===== src/dcache_geom_pkg.sv =====
`default_nettype none

package dcache_geom_pkg;

    //////////////////////////////
    // cache shape
    //////////////////////////////

    localparam int INDEX_WIDTH  = 4;
    localparam int OFFSET_WIDTH = 2;
    localparam int WAYS         = 2;

    // derived sizes
    localparam int SETS       = 1 << INDEX_WIDTH;
    localparam int LINE_WORDS = 1 << OFFSET_WIDTH;
    localparam int WAY_BITS   = (WAYS > 1) ? $clog2(WAYS) : 1;

    //////////////////////////////
    // address fields
    //////////////////////////////

    // byte address, 4 bytes per word
    localparam int WORD_BITS = 32;
    localparam int BYTE_BITS = 2;

    // tag takes whatever is left above index and offset
    localparam int TAG_WIDTH = WORD_BITS - INDEX_WIDTH - OFFSET_WIDTH - BYTE_BITS;

    typedef logic [INDEX_WIDTH-1:0]  index_t;
    typedef logic [OFFSET_WIDTH-1:0] offset_t;
    typedef logic [TAG_WIDTH-1:0]    tag_t;

    // word 0 of the line sits in the low bits
    typedef logic [LINE_WORDS-1:0][WORD_BITS-1:0] line_t;

endpackage

`default_nettype wire


===== src/dcache_way_array.sv =====
`timescale 1ns/1ps
`default_nettype none

module dcache_way_array #(
    parameter type entry_t = logic
) (
    input  logic                           clk,
    input  dcache_geom_pkg::index_t        read_index,
    input  dcache_geom_pkg::index_t        write_index,
    input  logic [dcache_geom_pkg::WAYS-1:0] write_en,
    input  entry_t                         write_entry,
    output entry_t                         read_entries [dcache_geom_pkg::WAYS]
);

    import dcache_geom_pkg::*;

    // one bank of SETS entries per way
    entry_t store [WAYS][SETS];

    //////////////////////////////
    // write and registered read
    //////////////////////////////

    always_ff @(posedge clk) begin
        for (int w = 0; w < WAYS; w++) begin
            if (write_en[w]) begin
                store[w][write_index] <= write_entry;
            end
        end
    end

    // all ways read in parallel, data one cycle later
    always_ff @(posedge clk) begin
        for (int w = 0; w < WAYS; w++) begin
            read_entries[w] <= store[w][read_index];
        end
    end

    // a fill or store hit only ever touches one way
    a_one_way_written: assert property (
        @(posedge clk) !$isunknown(write_en) |-> $onehot0(write_en)
    ) else $error("way array: several ways written in one cycle");

endmodule

`default_nettype wire


===== config.mk =====
export PLATFORM = sky130hd
export DESIGN_NAME = dcache_way_array
export DESIGN_NICKNAME = d
export VERILOG_FILES = /design/src/dcache_geom_pkg.sv /design/src/dcache_way_array.sv
export SDC_FILE = /design/constraint.sdc
export NUM_CORES = 1
export LEC_CHECK = 0
export ABC_AREA = 0
export ABC_CLOCK_PERIOD_IN_PS = 2029
export BUFFER_PORTS_ARGS = -buffer_cell sky130_fd_sc_hd__buf_2
export CAP_MARGIN = 30
export CELL_PAD_IN_SITES_DETAIL_PLACEMENT = 1
export CELL_PAD_IN_SITES_GLOBAL_PLACEMENT = 2
export CORE_MARGIN = 2
export CORE_UTILIZATION = 41
export DETAILED_ROUTE_END_ITERATION = 8
export PLACE_DENSITY = 0.83
export SLEW_MARGIN = 5
export SYNTH_ARGS = -nofsm -noshare
export SYNTH_HDL_FRONTEND = slang
export SYNTH_SLANG_ARGS = --single-unit

===== constraint.sdc =====
create_clock -name clk -period 2.03 [get_ports clk]
set_input_delay 0.609 -clock clk [delete_from_list [all_inputs] [get_ports clk]]
set_output_delay 0.609 -clock clk [all_outputs]
set_load 0.01 [all_outputs]

### After elaboration in Yosys (flattened, before gate mapping)

Memory sizes are Yosys's and may differ from the RTL's.
Cells that the tools add are included.

| cells by class | value |
|---|---|
| reduce and logical (&&, ||, !) cells | 1 |
| order comparisons | 3 |
| mux-type cells | 12 |
| bitwise gates (word level) | 2 |

Operators by type and width:

| operator | count |
|---|---|
| two-way mux 16 bit | 2 |
| greater-or-equal comparator 5 bit, second input constant | 2 |
| NOT 4 -> 5 bit | 2 |
| binary-select mux 1 bit (select 4 bit) | 2 |
| two-way mux 1 bit | 7 |
| less-than comparator 5 x 1 -> 1 bit, second input constant | 1 |
| demux 1 bit (select 4 bit) | 1 |
| logical AND 1 bit | 1 |

| word-level totals | value |
|---|---|
| memory bits (writable) | 32 |
| output and inout bits | 2 |
| memories | 1 |
| register bits after elaboration | 2 |
| input port bits | 12 |

Memories:

| memory | depth | bits a word | read ports | clocked after memory_dff | write ports | line | text |
|---|---|---|---|---|---|---|---|
| store | 2 | 16 | 2 | 0 | 2 | dcache_way_array.sv:18 | `entry_t store [WAYS][SETS];` |

### Logic depth before layout (Yosys ltp)

| logic depth | value |
|---|---|
| depth after elaboration | 6 |
| mapped depth | 4 |
| mapped depth without buffers | 3 |

### Worst setup path after synthesis

OpenSTA, ideal clock, no wires.

| timing | value |
|---|---|
| path type | input to register |
| start | input port read_index[0] |
| end | register read_entries[1] (netlist name) |
| slack | 0.432 ns |
| path buffers | 1 |
| cell stages on the path | 4 |
| library setup time | 0.123 ns |
| data required time | 1.907 ns |
| data arrival time | 1.476 ns |
| path through | buf_6 -> mux4_2 -> a22oi_1 -> nand3_1 |

| between the ends | value |
|---|---|
| word-level cells in the longest chain between the ends | 4 |

Ends and longest elaborated chain:

| what | line | text |
|---|---|---|
| from (decl) | dcache_way_array.sv:8 | `input dcache_geom_pkg::index_t read_index,` |
| NOT 4 -> 5 bit (implied by the code) | dcache_way_array.sv:35 | `read_entries[w] <= store[w][read_index];` |
| binary-select mux 1 bit (select 4 bit) | dcache_way_array.sv:35 |  |
| two-way mux 1 bit (implied by the code) (2 in series) | dcache_way_array.sv:35 |  |
| to (signal, indexed assignment) | dcache_way_array.sv:35 |  |
| to (decl) | dcache_way_array.sv:12 | `output entry_t read_entries [dcache_geom_pkg::WAYS]` |

Every way passes these cells. The select of a mux whose other input is x is not followed.

### Worst setup path after layout

| timing | value |
|---|---|
| start | input port read_index[0] |
| end | register read_entries[0] (netlist name) |

Same word-level chain as after synthesis.

==> flow_summary.yaml <==
outcome:
  run_status: "finished clean"
clock_network:
  postCtsHoldBufs: 0
  clk_latency_ns: 0.33
  cts_root_buf: "clkbuf_4"
  cts_tree: "built"
  htreeDepth: 2
  post-cts-setup-buffers: 0
  path_clk_slew_ns: 0.10
  clock-sinks: 34
  numCtsBuffers: 5
  clockBufferDepth: 2
  cts_resized: 0
worst_setup_path:
  cpPeakStageDelay_ns: 0.54
  worstRegToRegCells: 3
  startpoint_type: "input port"
  endpoint: "read_entries[0]"
  cp.required_ns: 2.25
  crit_path_end_kind: "register"
  cp.depth: 4
  rrSetupSlack_ns: 0.79
  startpoint: "read_index[0]"
  crit_path_top_delay_cell: "mux4_2"
  crit_buf_inv: 1
  crit-reg2reg-capture: "read_entries[0]"
  crit_chain: "buf_2, mux4_2, a22oi_1, nand3_1"
  cp_max_fo: 8
  cp.arrival_ns: 1.69
  r2r_start: "store[0][31]"
  critPathKind: "in -> reg"
  crit_family: "multiplexers"
synth:
  yosysUniqueCellTypes: 15
  yosys_warnings: 0
  synth_top_cell_by_area: "edfxtp_1"
  synth_top_family_by_area: "simple AND/OR/NAND/NOR gates"
  synthMuxAreaShare_pct: 13.2
  netlist_top_cells_area: "edfxtp_1 65%, nor2_1 8.4%, mux4_1 7.1%"
  syn-num-nets: 114
  synth_ff_type: "edfxtp_1"
  synthCells: 102
  yosysMostFrequentCell: "nor2_1"
  syn_avg_cell_area_um2: 14.5
  synthTopCellsByCount: "33 x nor2_1, 32 x edfxtp_1, 6 x nand3_1"
  async_flop_share_pct: 0
  synthAdderAreaFrac_pct: 0
  netlist_area_um2: 1480
  synthSimpleGateAreaFrac_pct: 16.5
  synth_top_area_share_pct: 64.9
  synth_edf_count: 32
  synth-seq-area-share_pct: 67.6
  ys_ff_latch: 34
  yosys.area_share.xor_xnor_pct: 0
  synth_compound_area_share_pct: 1.01
layout:
  fin_nets: 129
  antenna-diode-count: 0
  post-route-util_pct: 47.5
  drive_above_1_share_pct: 21.4
  layout-area-overhead-vs-synth_pct: 9.54
sta:
  setup_violations: 0
  holdWs_ns: 0.563
  max_freq_ghz: 0.682
  max-slew-margin-rel_pct: 68.0
  fin_tns_setup_ns: 0
  finalCritPeriodShare_pct: 72.2
  hold_violations: 0
  rsz0062_at_grt: "no"
  max_slew.worst_pin.slew_ns: 0.480
  slew_viol_final: 0
  clock-skew-final_ns: 0.00899
  fin_crit_ns: 1.47
drt:
  routedWlPerCell_um: 16.7
  drtIter0Drc: 19
  vias_per_cell: 5.28
  ant_nets: 0
  drt_wl_total_mm: 2.72
  drtPass1Iterations: 4
  drc: 0
  num_vias: 861
floorplanning:
  rows: 21
  dieArea_um2: 4110
  coreArea_um2: 3420
  start_util_pct: 43.4
  pin_count: 14
  die_y_um: 64.1
  die_x_um: 64.1
global_route:
  grt_pass1_vias: 907
  gr-total-overflow: 0
  grt_pass1_wl_mm: 4.42
  grt_usage_pct: 15.2
  antenna_found_initial: 0
  grt_max_degree: 33
power_and_ir_drop:
  p_leak_nw: 0.537
  p_per_area_nw_per_um2: 755
  irDropWorstVdd_mv: 0.385
placement:
  gp_congestion: 0.718
  dp_hpwl_mm: 1.97
  port_buffers: 13
hold_path:
  hold_class: "in -> reg"
flow_run:
  drv_cap: 0
tightest hold or removal path, cell delays in order:
cell and delay [ns]:
buf_2 0.12, nand3_1 0.07, nand3_1 0.07
power by group:
group	total, mW	internal, mW	switching (mW)
clock network	0.337	0.131	0.206
logic	0.100	0.0405	0.0599
registers	0.787	0.783	0.00379
metal layers:
layer	global-route usage [%]	up-vias	routed length, um
met5	0	-	0
met4	7.98	0	56
met3	4.75	6	92
met2	24.0	17	1340
met1	18.9	432	1230
li1	-	406	-
how the worst min path moves through the flow:
stage,from,depth (start not counted),slack (ns),end
after floorplan,store[0][20],3,0.61,read_entries[0]
after global placement,store[0][4],3,0.66,read_entries[1]
after detailed placement,store[0][7],3,0.67,read_entries[1]
after CTS,read_index[2],3,0.56,read_entries[1]
after global routing,read_index[2],3,0.57,read_entries[0]
final,read_index[2],3,0.56,read_entries[1]
layout by cell type, fill, tap and decap left out:
cell / netlist / routed
mux4_2: 4 / 4
buf_2: 0 / 13
edfxtp_1: 32 / 32
clkbuf_4: 0 / 5
nand3_1: 6 / 6
nor2b_1: 2 / 2
mux4_1: 4 / 4
nand3b_1: 4 / 4
nand2_1: 3 / 3
or2_2: 1 / 1
a22oi_1: 2 / 2
nand2b_1: 2 / 2
or3b_2: 2 / 2
nor2_1: 33 / 33
clkbuf_1: 4 / 2
dfxtp_1: 2 / 2
through the flow:
step	total power [mW]	cell area [um2]	setup slack [ns]	instances
after global placement	0.900	1580	0.250	156
after floorplan	0.863	1480	0.432	102
after CTS	1.24	1620	0.561	163
after global routing	1.27	1620	0.547	163
final	1.22	1620	0.564	163
after detailed placement	0.906	1580	0.196	156
state kept, by name, summed over array words and instances (netlist names):
signal	flops
read_entries	2
store	32
cells by family (layout without fill, tap and decap cells):
kind of cell / Yosys count / count (layout)
simple gates: 53 / 53
flops: 34 / 34
mux: 8 / 8
buf+inv: 5 / 20
compound gates: 2 / 2
cell type report:
| type | count | area (um2) |
|---|---|---|
| Timing Repair Buffer | 13 | 65.1 |
| Fill cell | 376 | 1790 |
| Sequential cell | 34 | 1000 |
| Clock buffer | 7 | 45.0 |
| Tap cell | 46 | 57.6 |
| Multi-Input combinational cell | 63 | 454 |
Power figures use the tool's default switching activity.
