==> src/dcache_bus_pkg.sv <==
`default_nettype none

package dcache_bus_pkg;

    //////////////////////////////
    // pipeline and memory words
    //////////////////////////////

    // one data word
    typedef logic [31:0] word_t;

    // one enable bit per byte lane, bit 0 is bits 7:0
    typedef logic [3:0] strb_t;

    // request kind, same coding as the load/store unit
    typedef enum logic {
        REQ_READ  = 1'b0,
        REQ_WRITE = 1'b1
    } req_kind_t;

endpackage

`default_nettype wire

==> src/dcache_geom_pkg.sv <==
`default_nettype none

package dcache_geom_pkg;

    //////////////////////////////
    // cache shape
    //////////////////////////////

    localparam int INDEX_WIDTH  = 4;
    localparam int OFFSET_WIDTH = 2;
    localparam int WAYS         = 2;

    // derived sizes
    localparam int SETS       = 1 << INDEX_WIDTH;
    localparam int LINE_WORDS = 1 << OFFSET_WIDTH;
    localparam int WAY_BITS   = (WAYS > 1) ? $clog2(WAYS) : 1;

    //////////////////////////////
    // address fields
    //////////////////////////////

    // byte address, 4 bytes per word
    localparam int WORD_BITS = 32;
    localparam int BYTE_BITS = 2;

    // tag takes whatever is left above index and offset
    localparam int TAG_WIDTH = WORD_BITS - INDEX_WIDTH - OFFSET_WIDTH - BYTE_BITS;

    typedef logic [INDEX_WIDTH-1:0]  index_t;
    typedef logic [OFFSET_WIDTH-1:0] offset_t;
    typedef logic [TAG_WIDTH-1:0]    tag_t;

    // word 0 of the line sits in the low bits
    typedef logic [LINE_WORDS-1:0][WORD_BITS-1:0] line_t;

endpackage

`default_nettype wire

==> src/dcache_ctrl.sv <==
`timescale 1ns/1ps
`default_nettype none

module dcache_ctrl (
    input  logic                               clk,
    input  logic                               reset,
    input  logic                               req_valid,
    input  dcache_bus_pkg::req_kind_t          held_kind,
    input  dcache_geom_pkg::tag_t              held_tag,
    input  dcache_geom_pkg::index_t            held_index,
    input  dcache_geom_pkg::offset_t           held_offset,
    input  dcache_bus_pkg::word_t              held_word_addr,
    input  dcache_bus_pkg::word_t              held_wdata,
    input  dcache_bus_pkg::strb_t              held_wstrb,
    input  dcache_geom_pkg::tag_t              tag_entries [dcache_geom_pkg::WAYS],
    input  dcache_geom_pkg::line_t             line_entries [dcache_geom_pkg::WAYS],
    input  logic                               mem_addr_ok,
    input  dcache_geom_pkg::line_t             mem_rdata,
    input  logic                               mem_data_ok,
    output logic                               req_ready,
    output logic                               load,
    output logic                               resp_valid,
    output dcache_bus_pkg::word_t              resp_rdata,
    output logic [dcache_geom_pkg::WAYS-1:0]   tag_we,
    output logic [dcache_geom_pkg::WAYS-1:0]   data_we,
    output dcache_geom_pkg::index_t            array_write_index,
    output dcache_geom_pkg::tag_t              tag_write,
    output dcache_geom_pkg::line_t             line_write,
    output logic                               mem_req,
    output logic                               mem_wr,
    output dcache_bus_pkg::word_t              mem_addr,
    output dcache_bus_pkg::word_t              mem_wdata,
    output dcache_bus_pkg::strb_t              mem_wstrb
);

    import dcache_geom_pkg::*;
    import dcache_bus_pkg::*;

    typedef enum logic [2:0] {
        S_IDLE,
        S_LOOKUP,
        S_LINE_REQ,
        S_LINE_WAIT,
        S_WORD_REQ,
        S_WORD_WAIT
    } state_t;

    state_t                        state;
    state_t                        state_next;
    logic [SETS-1:0][WAYS-1:0]     valid;
    logic [SETS-1:0][WAY_BITS-1:0] lru_victim;
    logic [WAYS-1:0]               hit;
    logic                          any_hit;
    logic [WAY_BITS-1:0]           hit_way;
    logic [WAY_BITS-1:0]           victim_way;
    logic [WAY_BITS-1:0]           touch_way;
    logic                          touch;
    logic                          fill;
    line_t                         hit_line;
    line_t                         merged_line;
    word_t                         line_addr;

    //////////////////////////////
    // hit and victim
    //////////////////////////////

    always_comb begin
        hit     = '0;
        hit_way = '0;
        for (int w = 0; w < WAYS; w++) begin
            hit[w] = valid[held_index][w] && (tag_entries[w] == held_tag);
            if (hit[w]) begin
                hit_way = WAY_BITS'(w);
            end
        end
    end

    assign any_hit  = |hit;
    assign hit_line = line_entries[hit_way];

    // lowest invalid way first, else the LRU one
    always_comb begin
        victim_way = lru_victim[held_index];
        for (int w = WAYS - 1; w >= 0; w--) begin
            if (!valid[held_index][w]) begin
                victim_way = WAY_BITS'(w);
            end
        end
    end

    // store bytes merged into the hit line
    always_comb begin
        merged_line = hit_line;
        for (int b = 0; b < $bits(strb_t); b++) begin
            if (held_wstrb[b]) begin
                merged_line[held_offset][8*b +: 8] = held_wdata[8*b +: 8];
            end
        end
    end

    //////////////////////////////
    // FSM
    //////////////////////////////

    assign line_addr = {held_tag, held_index, {(OFFSET_WIDTH + BYTE_BITS){1'b0}}};

    always_comb begin
        state_next = state;
        req_ready  = 1'b0;
        load       = 1'b0;
        resp_valid = 1'b0;
        tag_we     = '0;
        data_we    = '0;
        line_write = mem_rdata;
        mem_req    = 1'b0;
        mem_wr     = 1'b0;
        mem_addr   = line_addr;
        touch      = 1'b0;
        touch_way  = hit_way;
        fill       = 1'b0;
        case (state)
            S_IDLE: begin
                req_ready = 1'b1;
                if (req_valid) begin
                    load       = 1'b1;
                    state_next = S_LOOKUP;
                end
            end
            S_LOOKUP: begin
                if (held_kind == REQ_READ) begin
                    if (any_hit) begin
                        resp_valid = 1'b1;
                        touch      = 1'b1;
                        state_next = S_IDLE;
                    end else begin
                        state_next = S_LINE_REQ;
                    end
                end else begin
                    // every store also goes out to memory
                    if (any_hit) begin
                        data_we[hit_way] = 1'b1;
                        line_write       = merged_line;
                        touch            = 1'b1;
                    end
                    state_next = S_WORD_REQ;
                end
            end
            S_LINE_REQ: begin
                mem_req = 1'b1;
                if (mem_addr_ok) begin
                    state_next = S_LINE_WAIT;
                end
            end
            S_LINE_WAIT: begin
                if (mem_data_ok) begin
                    fill                = 1'b1;
                    tag_we[victim_way]  = 1'b1;
                    data_we[victim_way] = 1'b1;
                    touch               = 1'b1;
                    touch_way           = victim_way;
                    resp_valid          = 1'b1;
                    state_next          = S_IDLE;
                end
            end
            S_WORD_REQ: begin
                mem_req  = 1'b1;
                mem_wr   = 1'b1;
                mem_addr = held_word_addr;
                if (mem_addr_ok) begin
                    state_next = S_WORD_WAIT;
                end
            end
            S_WORD_WAIT: begin
                if (mem_data_ok) begin
                    resp_valid = 1'b1;
                    state_next = S_IDLE;
                end
            end
            default: begin
                state_next = S_IDLE;
            end
        endcase
    end

    // two ways, so the victim is just the way not used last
    always_ff @(posedge clk) begin
        if (reset) begin
            state      <= S_IDLE;
            valid      <= '0;
            lru_victim <= '0;
        end else begin
            state <= state_next;
            if (fill) begin
                valid[held_index][victim_way] <= 1'b1;
            end
            if (touch) begin
                lru_victim[held_index] <= ~touch_way;
            end
        end
    end

    assign array_write_index = held_index;
    assign tag_write         = held_tag;
    assign mem_wdata         = held_wdata;
    assign mem_wstrb         = mem_wr ? held_wstrb : '0;

    // result stage selects the word by offset
    assign resp_rdata = (state == S_LINE_WAIT) ? mem_rdata[held_offset] : hit_line[held_offset];

    //////////////////////////////
    // checks
    //////////////////////////////

    a_single_hit: assert property (
        @(posedge clk) disable iff (reset) state == S_LOOKUP |-> $onehot0(hit)
    ) else $error("dcache: tag found in two ways");

    a_req_stable: assert property (
        @(posedge clk) disable iff (reset)
        mem_req && !mem_addr_ok |=> mem_req && $stable(mem_addr) && $stable(mem_wr)
    ) else $error("dcache: memory request changed before mem_addr_ok");

    a_data_ok_expected: assert property (
        @(posedge clk) disable iff (reset)
        mem_data_ok |-> (state == S_LINE_WAIT || state == S_WORD_WAIT)
    ) else $error("dcache: mem_data_ok with no transfer outstanding");

endmodule

`default_nettype wire

==> config.mk <==
export PLATFORM = sky130hd
export DESIGN_NAME = dcache_ctrl
export DESIGN_NICKNAME = d
export VERILOG_FILES = /design/src/dcache_bus_pkg.sv /design/src/dcache_geom_pkg.sv /design/src/dcache_ctrl.sv
export SDC_FILE = /design/constraint.sdc
export NUM_CORES = 1
export LEC_CHECK = 0
export BUFFER_PORTS_ARGS = -buffer_cell sky130_fd_sc_hd__clkbuf_2
export CORE_AREA = 2 2 308 310
export CTS_BUF_LIST = sky130_fd_sc_hd__clkbuf_4
export DETAILED_ROUTE_END_ITERATION = 8
export DIE_AREA = 0 0 310 312
export PLACE_DENSITY = 0.31
export RECOVER_POWER = 25
export SETUP_SLACK_MARGIN = 0.5
export SKIP_CTS_REPAIR_TIMING = 1
export SLEW_MARGIN = 5
export SYNTH_ARGS = -nofsm -noshare
export SYNTH_HDL_FRONTEND = slang
export SYNTH_SLANG_ARGS = --single-unit
==> constraint.sdc <==
create_clock -name clk -period 3.6 [get_ports clk]
set_input_delay 0.72 -clock clk [delete_from_list [all_inputs] [get_ports clk]]
set_output_delay 0.72 -clock clk [all_outputs]
set_load 0.01 [all_outputs]
* Word level (Yosys, flattened, before mapping) *
Index checks and enable logic that the tools add are counted.

word-level totals
  bits in registers = 51
  input bits = 536
  output and inout bits = 265
  logic and storage cells = 137

operators by class
  $lt $le $gt $ge = 9
  eq/ne operators = 11
  mux-type cells = 70
  bitwise logic cells = 3
  reduce and logical (&&, ||, !) cells = 11

operators by type and width
  cell                  number
  $mux W128             10
  $bwmux W128           4
  $demux W32 S2         4
  $mux W32              5
  $bmux W32 S2          2
  $eq A24 B24 Y1        2
  $or A32 B32 Y32       1
  $mux W24              1
  $mux W1               18
  $bwmux W16            1
  $mux W16              1
  $mux W3               5
  $pmux W3 S5           1
  $mux W2               7
  $bmux W2 S4           1
  $demux W2 S4          1
  $mux W8               1
  $eq A3 B2 Y1 const B  2
  $eq A3 B3 Y1 const B  2
  $logic_and A1 B1 Y1   6
  $ne A2 B2 Y1 const B  3
  $reduce_or A2 Y1      3
  $lt A4 B5 Y1 const B  1
  $bmux W1 S4           1
  17 further kinds      21

* Longest topological paths before layout *
  word-level depth = 19
  mapped depth = 13
  mapped depth without buffers = 7

* Worst setup path before layout *
OpenSTA, ideal clock, no wires.

  path kind = input-to-output
  from = input held_index[0]
  to = output resp_rdata[14]
  arrival = 2.871 ns
  required time = 2.880 ns
  path slack = 0.009 ns
  cell stages on the path = 11
  buffers on the path = 4
  path through = buf_6 buf_6 mux4_2 nand2_1 nand3_2 nand3_1 buf_6 buf_12 mux4_2 or2_0 o211a_1

on the way
  word-level cells in the longest chain between the ends = 11

ends and longest elaborated chain
  item                                           line                text
  from (decl)                                    dcache_ctrl.sv:10   input dcache_geom_pkg::index_t held_index,
  $bmux W2 S4                                    dcache_ctrl.sv:71   hit[w] = valid[held_index][w] && (tag_entries[w] == held_tag);
  $mux W2                                        n/a
  $logic_and A1 B1 Y1                            dcache_ctrl.sv:71
  $mux W1                                        dcache_ctrl.sv:72   if (hit[w]) begin
  $not A1 Y2 (implied by the code)               dcache_ctrl.sv:79   assign hit_line = line_entries[hit_way];
  $mux W128 (implied by the code) (3 in series)  dcache_ctrl.sv:79
  $bmux W32 S2                                   dcache_ctrl.sv:208  assign resp_rdata = (state == S_LINE_WAIT) ? mem_rdata[held_offset] : hit_line[held_offset];
  $mux W32 (implied by the code)                 dcache_ctrl.sv:208
  $mux W32                                       dcache_ctrl.sv:208
  to (decl)                                      dcache_ctrl.sv:23   output dcache_bus_pkg::word_t resp_rdata,

Every way passes these cells. The select of a mux whose other input is x is not followed.

* Worst setup path in the final report *
  from = input tag_entries[18] in the netlist's numbering
  to = output resp_rdata[23]

on the way
  word-level cells in the longest chain between the ends = 10

ends and longest elaborated chain
  item                                           line                text
  from (decl)                                    dcache_ctrl.sv:15   input dcache_geom_pkg::tag_t tag_entries [dcache_geom_pkg::WAYS],
  $eq A24 B24 Y1                                 dcache_ctrl.sv:71
  $logic_and A1 B1 Y1                            dcache_ctrl.sv:71
  $mux W1                                        dcache_ctrl.sv:72
  $not A1 Y2 (implied by the code)               dcache_ctrl.sv:79
  $mux W128 (implied by the code) (3 in series)  dcache_ctrl.sv:79
  $bmux W32 S2                                   dcache_ctrl.sv:208
  $mux W32 (implied by the code)                 dcache_ctrl.sv:208
  $mux W32                                       dcache_ctrl.sv:208

Every way passes these cells. The select of a mux whose other input is x is not followed.

==> results.md <==
STA:
- The worst path uses 115% of the clock period.
- The clock period minus worst slack is 4.14 ns.
- The maximum clock skew at final layout is 0.0196 ns.
- Final hold analysis gives a worst-case slack of about 0.48 ns.
- Measured against its own limit, the worst slew margin works out to between 50 and 60%.
- The number of failing hold endpoints at the final stage came to 0.
- The maximum frequency from static timing analysis is about 240 MHz.
- Setup repair after global routing could not meet its margin everywhere.
- For the pin with the worst max-slew slack, the measured transition is 0.634 ns.
- Setup violations remaining at the end of the flow were counted as 162.
- The final number of max-transition violations is 0.
- The smallest setup slack after layout is -0.539 ns.

Power:
- Across the VDD grid, the largest voltage drop is roughly 0.1 mV.
- The power per cell area is about 130 nW/um^2.
- The analysis attributes to cell leakage a power of 9.85 nW.

Critical path:
- The worst register-to-register path begins at valid[7].
- Broken down by cell family, the worst path's largest delay share belongs to buffers and inverters.
- The worst setup path is launched from a primary input.
- In this run the critical register-to-register path is captured at lru_victim[2].
- Counting buffers and inverters, the worst setup path is 15 cells deep.
- The slowest stage cell on the critical path is nor4_4.
- Together, buffers and inverters on the worst path number 8.
- The worst path required time is 2.88 ns.
- The number of cells on the worst reg-to-reg path is 12.
- The largest fanout on the critical path is 8.
- The path type of the worst setup path is in -> out.
- Walking the worst path, the cells encountered are buf_4, xnor2_2, nand4_1, nor4_4, buf_4, buf_6, nand3_4, buf_12, buf_16, buf_12, buf_8, mux2i_4, mux2_4, a21oi_2, buf_2.
- The data arrival time of the critical path is 3.42 ns.
- The worst setup path is captured at an output port.
- The minimum setup slack among reg-to-reg paths is slightly below 0.8 ns.
- The largest single stage delay on the critical path is 0.34 ns.

Die:
- The die covers 96700 um^2.
- The width of the die is approximately 310 um.
- During I/O placement, the number of pins put on the boundary was 801.
- The initial utilization of the core area, before any placement, comes to about an eighth.
- The height of the die is ~310 um.
- Row generation in the floorplan step produced 112 rows.
- The core box area is 93000 um^2.

Placement:
- Detailed placement ended at an HPWL of slightly below 80000 um.
- In this run, placement finished with an instance count of 3553.
- The total of buffers placed on input and output ports is 800.
- At the end of routability-driven placement, the weighted congestion stood at ~0.93.

Drt:
- The number of routed nets with antenna violations is 0.
- The first detailed-routing pass took 6 iterations.
- After detailed routing, the number of vias per cell comes to between 4 and 5.
- In the final routed layout, each cell accounts on average for 27.5 um.
- The final route contains 16600 vias.
- For this block, the routed nets add up to 101000 um of wire.
- For this block, the initial DRC count from the detailed router was 1152.
- The number of DRC violations after detailed routing is 0.

Clock network:
- The CTS root buffer is clkbuf_4.
- The clock slew at the register clock pins of the worst setup and hold paths is 0.16 ns.
- For this design, the sink count on the clock tree is 51.
- TritonCTS built the clock tree.
- The number of H-tree levels is 2.
- The buffer depth of the longest clock path is 2.
- The number of clock buffers added by TritonCTS is 5.
- The clock insertion delay at the later pin of the skew report is 0.42 ns.

Synthesis:
- For this run, the register share of the synthesized area comes to 9.20%.
- In the synthesized netlist the async set-or-reset flop fraction comes to 0%.
- After synthesis, the most frequently instantiated cells are nand2_1, nor2_1, a21o_1.
- Synthesis produced a netlist with a net count of just over 2000.
- The share of the synthesized area in the top cell type is 15.4%.
- The commonest register cell after synthesis is dfxtp_1.
- The synthesis-stage register bit count is 51.
- Yosys mapped a number of flops with a built-in enable equal to 0.
- The Yosys step of the flow raised 0 warnings.
- The count of cell types in the netlist is 63.
- The most frequent cell after synthesis is nand2_1.
- Averaged over all synthesized cells, the footprint is 7.46 um^2.
- The number of instances in the synthesized netlist is 1488.
- The mapped netlist covers 11100 um^2.
- In the post-synthesis netlist, the biggest area contributors are mux4_2, nand2_1, dfxtp_1.
- Summed over all instances, the cell type with the most area after synthesis is mux4_2.

Status:
- The run finished, with violations left.
- The checks that failed: setup timing.

Cells and area:
- The ratio of cells with drive above 1 in the final layout is 62.2%.
- The footprint of the multi-input gates is 10500 um^2.
- The area occupied by registers is 1020 um^2.
- The final layout contains around 2900 nets.
- Counting the fill cells in the layout gives 10500.
- Compared with the post-synthesis result, the final layout area differs by 94.0%.
- The number of cells in the finished layout apart from fillers is 3676.

Global route:
- Entering global routing, the biggest net connects 63 pins.
- The number of antenna violations at the first check in global routing is 16.
- The remaining global-route overflow is 0.
- The number of global-route vias before repair is 16100.
- The total global routing track utilization is 18.0%.
- The global-route wire length before repair is 126000 um.

Flow run:
- The tool flagged a number of max-cap violations equal to 0.

Hold path:
- The type of the most critical hold path is reg -> reg.
- The worst hold path begins at valid[11].
- Counting instances, the worst hold path has a depth of 1.
- The worst min-delay path endpoint is valid[11].
==> flip-flops by register name, summed over array words and instances, names as in the netlist <==
signal	cells
lru_victim	16
valid	32
state	3
==> logic make-up (layout without fill, tap and decap cells) <==
group                  count (synthesis)  after routing  share of synthesized area (%)
buffers and inverters                210           1133                           11.7
AO/OA/AOI/OAI                        429            429                           29.9
AND/OR/NAND/NOR                      610            610                           23.3
flip-flops                            51             51                           9.20
other                                  0             11                              0
multiplexers                         139            139                           22.0
XOR/XNOR                              49             49                           3.87
==> worst max-delay path by stage <==
stage	start	endpoint	slack (ns)
after floorplan	held_index[0]	resp_rdata[14]	0.06
after global placement	held_tag[1]	resp_rdata[4]	-0.96
after detailed placement	held_tag[1]	resp_rdata[4]	-0.94
after CTS	held_tag[1]	resp_rdata[4]	-0.96
after global routing	tag_entries[18]	resp_rdata[23]	-0.62
final	tag_entries[18]	resp_rdata[23]	-0.54
==> layout make-up <==
| class | count | area share [%] |
|---|---|---|
| Clock buffer | 6 | 0.209 |
| Timing Repair Buffer | 1121 | 38.5 |
| Inverter | 5 | 0.0988 |
| Multi-Input combinational cell | 1227 | 48.9 |
| Sequential cell | 51 | 4.74 |
| Antenna cell | 11 | 0.128 |
| Tap cell | 1254 | 7.29 |
| Clock inverter | 1 | 0.139 |
==> power breakdown <==
part           leakage [nW]  switching (mW)  internal, mW
Combinational          9.40            1.06         0.849
Sequential            0.411         0.00401         0.568
Clock                0.0418           0.202         0.151
==> worst register-to-register path: cells and delay by family (launching register included) <==
| kind | cells | cell delay (ns) |
|---|---|---|
| compound gates | 3 | 0.53 |
| buf+inv | 5 | 0.74 |
| flops | 1 | 0.35 |
| mux | 1 | 0.47 |
| simple gates | 3 | 0.67 |
==> cell usage in the layout, fill, tap and decap left out, types with 26 or more instances in the layout <==
cell        n
clkbuf_2  660
nand2_1   237
nor2_1    173
buf_4     166
a21o_1    106
buf_6      85
a311oi_2   83
mux4_2     78
buf_12     61
buf_2      59
dfxtp_1    51
xnor2_1    47
mux2_2     41
clkbuf_1   36
nand2_4    28
nand3_1    26
==> layer usage <==
| metal | share of wire, % | global-route usage (%) |
|---|---|---|
| met3 | 6.0 | 2.24 |
| met5 | 0.013 | 0 |
| met4 | 3.4 | 4.77 |
| met1 | 44 | 24.2 |
| met2 | 47 | 30.2 |
==> through the flow <==
stage,worst slack [ns],utilization (%),power [mW],instance area [um^2],setup TNS (ns)
2_1_floorplan,0.0634,-,1.39,12200,0
3_3_place_gp,-0.962,19.7,2.39,18400,-104.14
3_5_place_dp,-0.941,19.7,2.38,18400,-99.07
4_1_cts,-0.963,19.8,2.74,18400,-101.67
5_1_grt,-0.616,23.1,2.97,21500,-79.25
6_report,-0.539,23.1,2.84,21500,-68.24
Power figures use the tool's default switching activity.
