`config.mk`:
```
export PLATFORM = sky130hd
export DESIGN_NAME = dcache_req_buffer
export DESIGN_NICKNAME = d
export VERILOG_FILES = /design/src/dcache_bus_pkg.sv /design/src/dcache_geom_pkg.sv /design/src/dcache_req_buffer.sv
export SDC_FILE = /design/constraint.sdc
export NUM_CORES = 1
export LEC_CHECK = 0
export BUFFER_PORTS_ARGS = -buffer_cell sky130_fd_sc_hd__buf_2
export CAP_MARGIN = 40
export CORE_ASPECT_RATIO = 1.75
export CORE_UTILIZATION = 42
export CTS_CLUSTER_DIAMETER = 150
export DETAILED_ROUTE_END_ITERATION = 10
export GPL_ROUTABILITY_DRIVEN = 0
export MAX_ROUTING_LAYER = met4
export PLACE_DENSITY_LB_ADDON = 0.3
export SLEW_MARGIN = 40
export SYNTH_ARGS = -nofsm -noshare
export SYNTH_HDL_FRONTEND = slang
export SYNTH_SLANG_ARGS = --single-unit
```
`constraint.sdc`:
```
create_clock -name clk -period 1.6 [get_ports clk]
set_clock_uncertainty 0.1 [all_clocks]
set_input_delay 0.16 -clock clk [delete_from_list [all_inputs] [get_ports clk]]
set_output_delay 0.16 -clock clk [all_outputs]
set_load 0.005 [all_outputs]
```
`src/dcache_bus_pkg.sv`:
```
`default_nettype none

package dcache_bus_pkg;

    //////////////////////////////
    // pipeline and memory words
    //////////////////////////////

    // one data word
    typedef logic [31:0] word_t;

    // one enable bit per byte lane, bit 0 is bits 7:0
    typedef logic [3:0] strb_t;

    // request kind, same coding as the load/store unit
    typedef enum logic {
        REQ_READ  = 1'b0,
        REQ_WRITE = 1'b1
    } req_kind_t;

endpackage

`default_nettype wire

```
`src/dcache_geom_pkg.sv`:
```
`default_nettype none

package dcache_geom_pkg;

    //////////////////////////////
    // cache shape
    //////////////////////////////

    localparam int INDEX_WIDTH  = 4;
    localparam int OFFSET_WIDTH = 2;
    localparam int WAYS         = 2;

    // derived sizes
    localparam int SETS       = 1 << INDEX_WIDTH;
    localparam int LINE_WORDS = 1 << OFFSET_WIDTH;
    localparam int WAY_BITS   = (WAYS > 1) ? $clog2(WAYS) : 1;

    //////////////////////////////
    // address fields
    //////////////////////////////

    // byte address, 4 bytes per word
    localparam int WORD_BITS = 32;
    localparam int BYTE_BITS = 2;

    // tag takes whatever is left above index and offset
    localparam int TAG_WIDTH = WORD_BITS - INDEX_WIDTH - OFFSET_WIDTH - BYTE_BITS;

    typedef logic [INDEX_WIDTH-1:0]  index_t;
    typedef logic [OFFSET_WIDTH-1:0] offset_t;
    typedef logic [TAG_WIDTH-1:0]    tag_t;

    // word 0 of the line sits in the low bits
    typedef logic [LINE_WORDS-1:0][WORD_BITS-1:0] line_t;

endpackage

`default_nettype wire

```
`src/dcache_req_buffer.sv`:
```
`timescale 1ns/1ps
`default_nettype none

module dcache_req_buffer (
    input  logic                         clk,
    input  logic                         reset,
    input  logic                         load,
    input  dcache_bus_pkg::req_kind_t    kind,
    input  dcache_bus_pkg::word_t        addr,
    input  dcache_bus_pkg::word_t        wdata,
    input  dcache_bus_pkg::strb_t        wstrb,
    output dcache_geom_pkg::index_t      read_index,
    output dcache_bus_pkg::req_kind_t    held_kind,
    output dcache_geom_pkg::tag_t        held_tag,
    output dcache_geom_pkg::index_t      held_index,
    output dcache_geom_pkg::offset_t     held_offset,
    output dcache_bus_pkg::word_t        held_word_addr,
    output dcache_bus_pkg::word_t        held_wdata,
    output dcache_bus_pkg::strb_t        held_wstrb
);

    import dcache_geom_pkg::*;
    import dcache_bus_pkg::*;

    localparam int INDEX_LSB = OFFSET_WIDTH + BYTE_BITS;

    word_t held_addr;

    // incoming index goes straight to the arrays
    assign read_index = addr[INDEX_LSB +: INDEX_WIDTH];

    // held kind starts out as read
    always_ff @(posedge clk) begin
        if (reset) begin
            held_kind <= REQ_READ;
        end else if (load) begin
            held_kind <= kind;
        end
    end

    always_ff @(posedge clk) begin
        if (load) begin
            held_addr  <= addr;
            held_wdata <= wdata;
            held_wstrb <= wstrb;
        end
    end

    // split of the held address
    assign held_tag       = held_addr[WORD_BITS-1 -: TAG_WIDTH];
    assign held_index     = held_addr[INDEX_LSB +: INDEX_WIDTH];
    assign held_offset    = held_addr[BYTE_BITS +: OFFSET_WIDTH];
    assign held_word_addr = {held_addr[WORD_BITS-1:BYTE_BITS], {BYTE_BITS{1'b0}}};

endmodule

`default_nettype wire

```
; Word level (Yosys, flattened, before mapping)
; Index checks and enable logic that the tools add are counted.
[word_totals]
reg_bits = 69
in_bits = 72
output_inout_bits = 103
elab_cells = 4

; Logic depth before layout (Yosys ltp)
; Gate-level depths: netlist of run 1.
[depth]
ltp_word = 0
mapped_depth = 2
ltp_nobuf = 2

; Worst setup path before layout of run 1
; No wires, ideal clock.
[synth_timing]
kind = reg2out
start = reg held_addr[10]
end = out held_word_addr[10]
arrival_time_ps = 526
required_ps = 1340
slack_ps = 814
stages_incl_launch_ff = 2
n_path_buf = 1
path_cell_list = edfxtp_1 -> buf_4
[synth_lines]
columns = item, line_no
row1 = start: declaration, dcache_req_buffer.sv:27  ; word_t held_addr;
row2 = start signal: assignment, dcache_req_buffer.sv:43  ; held_addr <= addr;
row3 = end: declaration, dcache_req_buffer.sv:17  ; output dcache_bus_pkg::word_t held_word_addr,
; No word-level cell between the ends.

; Worst setup path in the final report of run 1
[layout_timing]
start = in reset
end = reg held_kind
[layout_lines]
columns = item, line_no
row1 = start: declaration, dcache_req_buffer.sv:6  ; input logic reset,
row2 = end signal: assignment, dcache_req_buffer.sv:37  ; held_kind <= kind;
row3 = end: declaration, dcache_req_buffer.sv:13  ; output dcache_bus_pkg::req_kind_t held_kind,
; No word-level cell between the ends.

==> results of run 1 <==
-- worst register-to-register path, delay by kind of cell (launching register included) --
family	cells	cell delay (ps)
buf+inv	1	540
flops	1	320
mux	1	130
simple gates	1	50
-- power breakdown --
part           switching, W  internal [W]  leakage, nW
Clock              0.000563      0.000699       0.0882
Combinational      0.000185      0.000301        0.989
Sequential        0.0000460       0.00208        0.654
Total              0.000794       0.00308         1.73
-- cells in the mapped netlist --
cell      instances
conb_1            1
buf_4            36
nor2_1            1
edfxtp_1         66
mux2i_1           1
dfxtp_1           1
-- final cells by class --
class	instances	area, um2	area share
multi-input combinational	4	21.3	0.00554
timing repair buffer	240	1570	0.410
sequential	67	2000	0.522
tap	55	68.8	0.0179
clock inverter	4	42.5	0.0111
clock buffer	11	131	0.0342
-- worst paths after layout --
check	startpoint	to	slack, ps	cells past startpoint
max	reset	held_kind$_SDFFE_PP0P_	330	4
min	load	held_addr[5]$_DFFE_PP_	140	1
max reg2reg	held_kind$_SDFFE_PP0P_	held_kind$_SDFFE_PP0P_	340	3
min reg2reg	held_kind$_SDFFE_PP0P_	held_kind$_SDFFE_PP0P_	980	3
-- sequential cells by signal, indices dropped and copies added, names as in the netlist --
signal / count
held_wdata: 32
held_addr: 30
held_wstrb: 4
held_kind: 1
-- stage by stage --
stage           util  cells  hold slack [ps]
2_1_floorplan      -    107              132
4_1_cts        0.730    381              130
3_5_place_dp   0.568    298              220
3_3_place_gp   0.568    298              223
5_1_grt        0.730    381              137
6_report       0.730    381              144
-- placed cells by master, fill, tap and decap left out, types with 2 or more instances in the layout --
cell / n
clkbuf_8: 9
clkbuf_1: 2
buf_2: 170
clkinv_1: 2
buf_12: 2
edfxtp_1: 66
conb_1: 2
dlygate4sd3_1: 68
-- metal layers --
metal	wire length [um]	up-vias	track usage
li1	-	783	-
met1	1780	789	0.184
met2	3210	94	0.349
met3	360	20	0.0520
met5	0	-	-
met4	182	0	0.123
-- cells by family after synthesis --
logic type             share of synthesized area
flip-flops                                 0.874
buffers and inverters                      0.118
multiplexers                             0.00437
AND/OR/NAND/NOR                          0.00164
other                                    0.00164
==> metrics.txt, run 1 <==
final setup fails 0; H-Tree Depth 3; vias in the first global route 1651; Total Nets Final 394; maximum VDD drop 0.000614 V; top cell type's share of synthesized area 0.866; RSZ-0062 raised after global routing no; Die ar. 5760 um2; wire length per cell 14.5 um; warnings from Yosys 0; power consumption 0.00388 W; post-synth top area cell edfxtp_1; core area 5260 um2; worst skew pair latency 330 ps; CP top delay family buffers and inverters; setup_tns 0 ps; Placed Area 2980 um2; area grow syn2layout 67.6%; startpoint types primary input; Hold Violations, Final 0; die width 57.8 um; initial drt markers 25; first-pass iteration count of the detailed router 7; drt via density 4.43; Hold-fix buffers, CTS 68; clk sinks 67; Cell Area, Synth 2290 um2; io pins 175; Setup crit end kind flip-flop; maxcap violations 0; PortBufs 170; Finished Cell Area 3840 um2; Antenna Nets Post-Route 0; failing checks design-rule violations; CTS root buffer clkbuf_8; Syn Area/Cell 21.6 um2; Pwr Density 1010 nW/um2; Initial Utilization 0.436; Gate Count Post-Synth 106; total wire length 5530 um; first-pass GRT wire length 7820 um; crit path time final 1270 ps; TritonCTS clock tree done; Most Frequent Cell on Critical Path dlygate4sd3_1; largest net degree at the start of global routing 31; post-cts gate resize count 0; status finished with violations; All-Layer GR Usage 0.198; max-slew violations 0; Crit Path Class primary input to flip-flop; Hold Path Class primary input to flip-flop; final period utilization 0.795; max incr delay on CP 540 ps; Chip Height 99.7 um; dpl ws 478 ps; Vias 1686; Yosys cell types 6; required time of the critical path 1770 ps; Synth area leaders edfxtp_1 87%, buf_4 12%, dfxtp_1 0.87%; fill count 356; layout cells sized above 1 0.561; Residual DRC 10; Slowest-stage cell, CP dlygate4sd3_1; Clock Pin Slew Worst Setup and Hold Paths 60 ps; grt total ovfl 0; row count 35; crit-path cells dlygate4sd3_1 > buf_2 > nor2_1 > dlygate4sd3_1; Synth Register Bits 67; post-CTS setup buffer count 0; Crit Path Max Fanout 1; TritonCTS Buffers 9; initial antenna violation count 0; sequential share of the synthesized area 0.874; Peak Freq 786 MHz; CTS Buffer Depth 2; fin worst setup slack 328 ps; WP buf/inv 3; n_diodes 0; crit path DAT 1440 ps; Lkg Pwr 1.73 nW
Note: power is estimated with default switching activity, not from simulation.
==> inputs of run 2 (changes only) <==
- CORE_UTILIZATION: 42 -> 39
- clock period: 1.6 -> 1.2 ns (I/O delays scaled with it)
==> run 2 against run 1 <==
Non-clock buffer count unchanged. The run now ends clean. Critical path depth decreased by 1. Core utilization decreased by 4.1 points. Setup slack got worse by 270 ps. Largest power group unchanged. Cell count increased by 5.8%. Die area increased by 7.5%. Total power increased by 34%. Via count decreased by 1.8%. Design area increased by 1.1%. Count of clock-buffer cells in the layout increased by 4. Critical path type is now primary input to primary output. Flip-flop and latch count unchanged.
==> metrics.txt, run 2 (same netlist as run 1, synthesis figures left out) <==
Peak Freq 873 MHz; post-cts gate resize count 0 (unchanged); area grow syn2layout 69.5% (was 67.6%); die width 59.9 um (was 57.8 um); Crit Path Class primary input to primary output (was primary input to flip-flop); layout cells sized above 1 0.569 (was 0.561); Hold-fix buffers, CTS 68 (unchanged); drt via density 4.11 (was 4.43); Residual DRC 0 (was 10); startpoint types primary input (unchanged); largest net degree at the start of global routing 37 (was 31); Hold Violations, Final 0 (unchanged); wire length per cell 13.5 um (was 14.5 um); TritonCTS Buffers 9 (unchanged); clk sinks 67 (unchanged); max-slew violations 0 (unchanged); grt total ovfl 0 (unchanged); Antenna Nets Post-Route 0 (unchanged); max FFs per register 32 (unchanged); required time of the critical path 980 ps (was 1770 ps); crit path from addr[6] (was reset); Lkg Pwr 1.74 nW (was 1.73 nW); RSZ-0062 raised after global routing no (unchanged); Clock Pin Slew Worst Setup and Hold Paths 60 ps (about the same); dpl ws 255 ps (was 478 ps); final period utilization 0.954; CTS Buffer Depth 2 (unchanged); origin of the critical flop-to-flop path held_kind$_SDFFE_PP0P_ (unchanged); PortBufs 170 (unchanged); Placed Cells 319 (was 298); crit path DAT 930 ps (was 1440 ps); Hold Path Class primary input to flip-flop (unchanged); io pins 175 (unchanged); power consumption 0.00521 W (was 0.00388 W); most frequent cells in the layout 170 x buf_2, 68 x dlygate4sd3_1, 66 x edfxtp_1 (unchanged); core area 5630 um2 (was 5260 um2); fin worst setup slack 54.9 ps (was 328 ps); All-Layer GR Usage 0.180 (was 0.198); maxcap violations 0 (unchanged); H-Tree Depth 3 (unchanged); maximum VDD drop 0.00106 V (was 0.000614 V); CTS root buffer clkbuf_8 (unchanged); initial drt markers 23 (was 25); crit path time final 1150 ps; worst skew pair latency 330 ps (about the same); post-CTS setup buffer count 0 (unchanged); Chip Height 103 um (was 99.7 um); hold wc startpoint load (unchanged); TritonCTS clock tree done (unchanged); row count 36 (was 35); Pwr Density 1340 nW/um2 (was 1010 nW/um2); status complete, no violations (was finished with violations); Total Nets Final 394 (unchanged); first-pass GRT wire length 7330 um (was 7820 um); setup_tns 0 ps (unchanged); final setup fails 0 (unchanged); Final Non-Filler Cells 403 (was 381); Util after Layout 0.689 (was 0.730); Biggest register held_wdata (unchanged); Setup crit end kind primary output (was flip-flop); total wire length 5430 um (was 5530 um); Die ar. 6190 um2 (was 5760 um2); n_diodes 0 (unchanged); biggest regs held_wdata (32), held_addr (30), held_wstrb (4) (unchanged); Initial Utilization 0.407 (was 0.436); initial antenna violation count 0 (unchanged); Vias 1656 (was 1686); vias in the first global route 1662 (was 1651); Crit Path Max Fanout 2 (was 1); most common cell after layout, fill and taps aside buf_2 (unchanged); first-pass iteration count of the detailed router 4 (was 7)
[run 2: cell count changes in the layout (fill, tap and decap cells not counted), sizes merged]
cell and delta:
bufinv -1, clkbuf +4, clkinv -2
[run 2: path summary, 6_finish.rpt]
check | end | cells past startpoint | slack [ps]
min | held_wdata[1]$_DFFE_PP_ | 2 | 180
min reg2reg | held_kind$_SDFFE_PP0P_ | 2 | 440
max | read_index[2] | 3 | 50
max reg2reg | held_kind$_SDFFE_PP0P_ | 2 | 470
[run 2: final cells by class]
class                      count  area (um2)
tap                           76        95.1
multi-input combinational      4        21.3
fill                         394        1750
timing repair buffer         240        1570
clock buffer                  15         186
clock inverter                 1        5.00
sequential                    67        2000
[run 2: per-layer routing]
layer / track usage / up-vias / routed length [um]
met5: - / - / 0
met4: 0.116 / 0 / 157
met1: 0.165 / 779 / 1740
met2: 0.314 / 84 / 3280
met3: 0.0522 / 12 / 255
li1: - / 781 / -
[run 2: power breakdown]
group          switching, W  internal (W)  total, W
combinational      0.000241      0.000402  0.000643
sequential        0.0000603       0.00278   0.00284
clock              0.000758      0.000975   0.00173
total               0.00106       0.00415   0.00521
[run 2: through the flow]
step | cell area, um2 | hold slack [ps]
2_1_floorplan | 2290 | 92.4
3_3_place_gp | 3010 | 181
3_5_place_dp | 3010 | 183
4_1_cts | 3880 | 164
5_1_grt | 3880 | 165
6_report | 3880 | 181
[run 2: worst max-delay path: stages]
cell and delay [ps]:
dlygate4sd3_1 560, buf_2 130, buf_2 120
==> inputs of run 3 (changes only) <==
- ABC_AREA: default -> 1
==> run 3 against run 2 <==
Combinational power grew 1%. Cell count up 0.99%. Setup slack better by 9.6 ps. Clock power about the same. Synthesized cell count rose by 3.8%. Design area is essentially flat. Non-clock buffer count unchanged. Critical endpoint is now read_index[0]. Largest power group unchanged.
==> metrics.txt, run 3 <==
status complete, no violations (unchanged); EDFF count, synth 66 (unchanged); Crit Path Class primary input to primary output (unchanged); Gate Count Post-Synth 110 (was 106); most common cell after layout, fill and taps aside buf_2 (unchanged); max FFs per register 32 (unchanged); row count 36 (unchanged); first-pass iteration count of the detailed router 3 (was 4); CTS Buffer Depth 2 (unchanged); Chip Height 104 um (was 103 um); fin worst setup slack 64.6 ps (was 54.9 ps); most common cell in the netlist edfxtp_1 (unchanged); startpoint types primary input (unchanged); final setup fails 0 (unchanged); vias in the first global route 1734 (was 1662); final period utilization 0.946 (was 0.954); met2 usage 0.334 (was 0.314); warnings from Yosys 0 (unchanged); origin of the critical flop-to-flop path held_kind$_SDFFE_PP0P_ (unchanged); initial drt markers 54 (was 23); Global Route met1 Usage 0.160 (was 0.165); Lkg Pwr 1.74 nW (about the same); first-pass GRT wire length 8020 um (was 7330 um); layout cells sized above 1 0.556 (was 0.569); PortBufs 170 (unchanged); Initial Utilization 0.409 (was 0.407); setup_tns 0 ps (unchanged); maximum VDD drop 0.000942 V (was 0.00106 V); Most Crowded Layer GR met2 (unchanged); drt via density 4.09 (was 4.11); Sequential Power Share 0.544 (about the same); crit path from addr[4] (was addr[6]); clk sinks 67 (unchanged); top cell type's share of synthesized area 0.861 (was 0.866); post-CTS setup buffer count 0 (unchanged); Internal Power 0.00413 W (was 0.00415 W); ys async rst share 0 (unchanged); core area 5630 um2 (unchanged); switching power 0.00108 W (was 0.00106 W); Yosys cell types 8 (was 6); All-Layer GR Usage 0.189 (was 0.180); Sw Share 0.208 (was 0.203); Synth Register Bits 67 (unchanged); Die ar. 6220 um2 (was 6190 um2); crit path time final 1140 ps (was 1150 ps); io pins 175 (unchanged); required time of the critical path 980 ps (about the same); Total Nets Final 398 (was 394); RSZ-0062 raised after global routing no (unchanged); grt total ovfl 0 (unchanged); TritonCTS clock tree done (unchanged); Pwr Density 1340 nW/um2 (about the same); Peak Freq 881 MHz (was 873 MHz); n_diodes 0 (unchanged); Residual DRC 0 (unchanged); Cell Area, Synth 2300 um2 (was 2290 um2); Hold-fix buffers, CTS 68 (unchanged); Biggest register held_wdata (unchanged); wire length per cell 13.6 um (was 13.5 um); Hold Violations, Final 0 (unchanged); Antenna Nets Post-Route 0 (unchanged); area grow syn2layout 68.6% (was 69.5%); Comb power frac 0.125 (was 0.123); worst skew pair latency 330 ps (about the same); Crit Path Max Fanout 2 (unchanged); Most used DFF post-synth edfxtp_1 (unchanged); dpl ws 291 ps (was 255 ps); largest net degree at the start of global routing 38 (was 37); clock share of power 0.332 (was 0.333); H-Tree Depth 3 (unchanged); biggest regs held_wdata (32), held_addr (30), held_wstrb (4) (unchanged); met3 Track Usage GR 0.0599 (was 0.0522); total wire length 5520 um (was 5430 um); Vias 1665 (was 1656); Commonest cells post-synth 66 x edfxtp_1, 36 x buf_4, 2 x inv_1, 2 x nand2_1 (was 66 x edfxtp_1, 36 x buf_4); DP HPWL 3340 um; sequential share of the synthesized area 0.870 (was 0.874); post-cts gate resize count 0 (unchanged); Setup crit end kind primary output (unchanged); Synth area leaders edfxtp_1 86%, buf_4 12%, dfxtp_1 0.87% (was edfxtp_1 87%, buf_4 12%, dfxtp_1 0.87%); maxcap violations 0 (unchanged); most frequent cells in the layout 170 x buf_2, 68 x dlygate4sd3_1, 66 x edfxtp_1 (unchanged); Hold Path Class primary input to flip-flop (unchanged); crit path DAT 920 ps (was 930 ps); power consumption 0.00522 W (was 0.00521 W); TritonCTS Buffers 9 (unchanged); WHS 167 ps (was 181 ps); post-synth top area cell edfxtp_1 (unchanged); CTS root buffer clkbuf_8 (unchanged); max-slew violations 0 (unchanged); hold wc startpoint load (unchanged); initial antenna violation count 0 (unchanged); die width 60.1 um (was 59.9 um); Clock Pin Slew Worst Setup and Hold Paths 70 ps (was 60 ps); Syn Area/Cell 20.9 um2 (was 21.6 um2)
## run 3: final timing paths
| check | slack (ps) | depth (start not counted) | to |
|---|---|---|---|
| min | 170 | 2 | held_addr[7]$_DFFE_PP_ |
| max reg2reg | 520 | 2 | held_kind$_SDFFE_PP0P_ |
| min reg2reg | 390 | 2 | held_kind$_SDFFE_PP0P_ |
| max | 60 | 3 | read_index[0] |
## run 3: routing by layer
| metal | vias to the layer above | share of wire |
|---|---|---|
| li1 | 791 | - |
| met1 | 764 | 0.33 |
| met2 | 95 | 0.58 |
| met3 | 15 | 0.065 |
| met4 | 0 | 0.029 |
| met5 | - | 0 |
## run 3: stage by stage
| step | utilization | instances | instance area, um2 |
|---|---|---|---|
| global placement | 0.536 | 323 | 3020 |
| CTS | 0.689 | 407 | 3880 |
| finish | 0.689 | 407 | 3880 |
| global route | 0.689 | 407 | 3880 |
| floorplan | - | 111 | 2300 |
| detailed placement | 0.536 | 323 | 3020 |
## run 3: cells by family (layout without fill, tap and decap cells)
group | after synthesis | in the layout | share of synthesized area
buffers and inverters | 38 | 258 | 0.121
and+or+nand+nor | 4 | 4 | 0.00761
other | 1 | 2 | 0.00163
DFF | 67 | 67 | 0.870
## run 3: area by class of cell
class	count	area, um2
Sequential cell	67	2000
Fill cell	392	1750
Timing Repair Buffer	240	1570
Clock buffer	13	139
Tap cell	76	95.1
Clock inverter	3	38.8
Multi-Input combinational cell	6	25.0
Inverter	2	7.51
## run 3: power by group through the flow
stage               sequential, W  combinational [W]  clock (W)
global route              0.00286           0.000706    0.00187
finish                    0.00284           0.000650    0.00173
CTS                       0.00284           0.000648    0.00179
detailed placement        0.00288           0.000473          0
global placement          0.00287           0.000463          0
floorplan                 0.00292           0.000142          0
## run 3: critical path, cell delays in order
cell and delay, ps:
dlygate4sd3_1 540, buf_2 130, buf_2 120
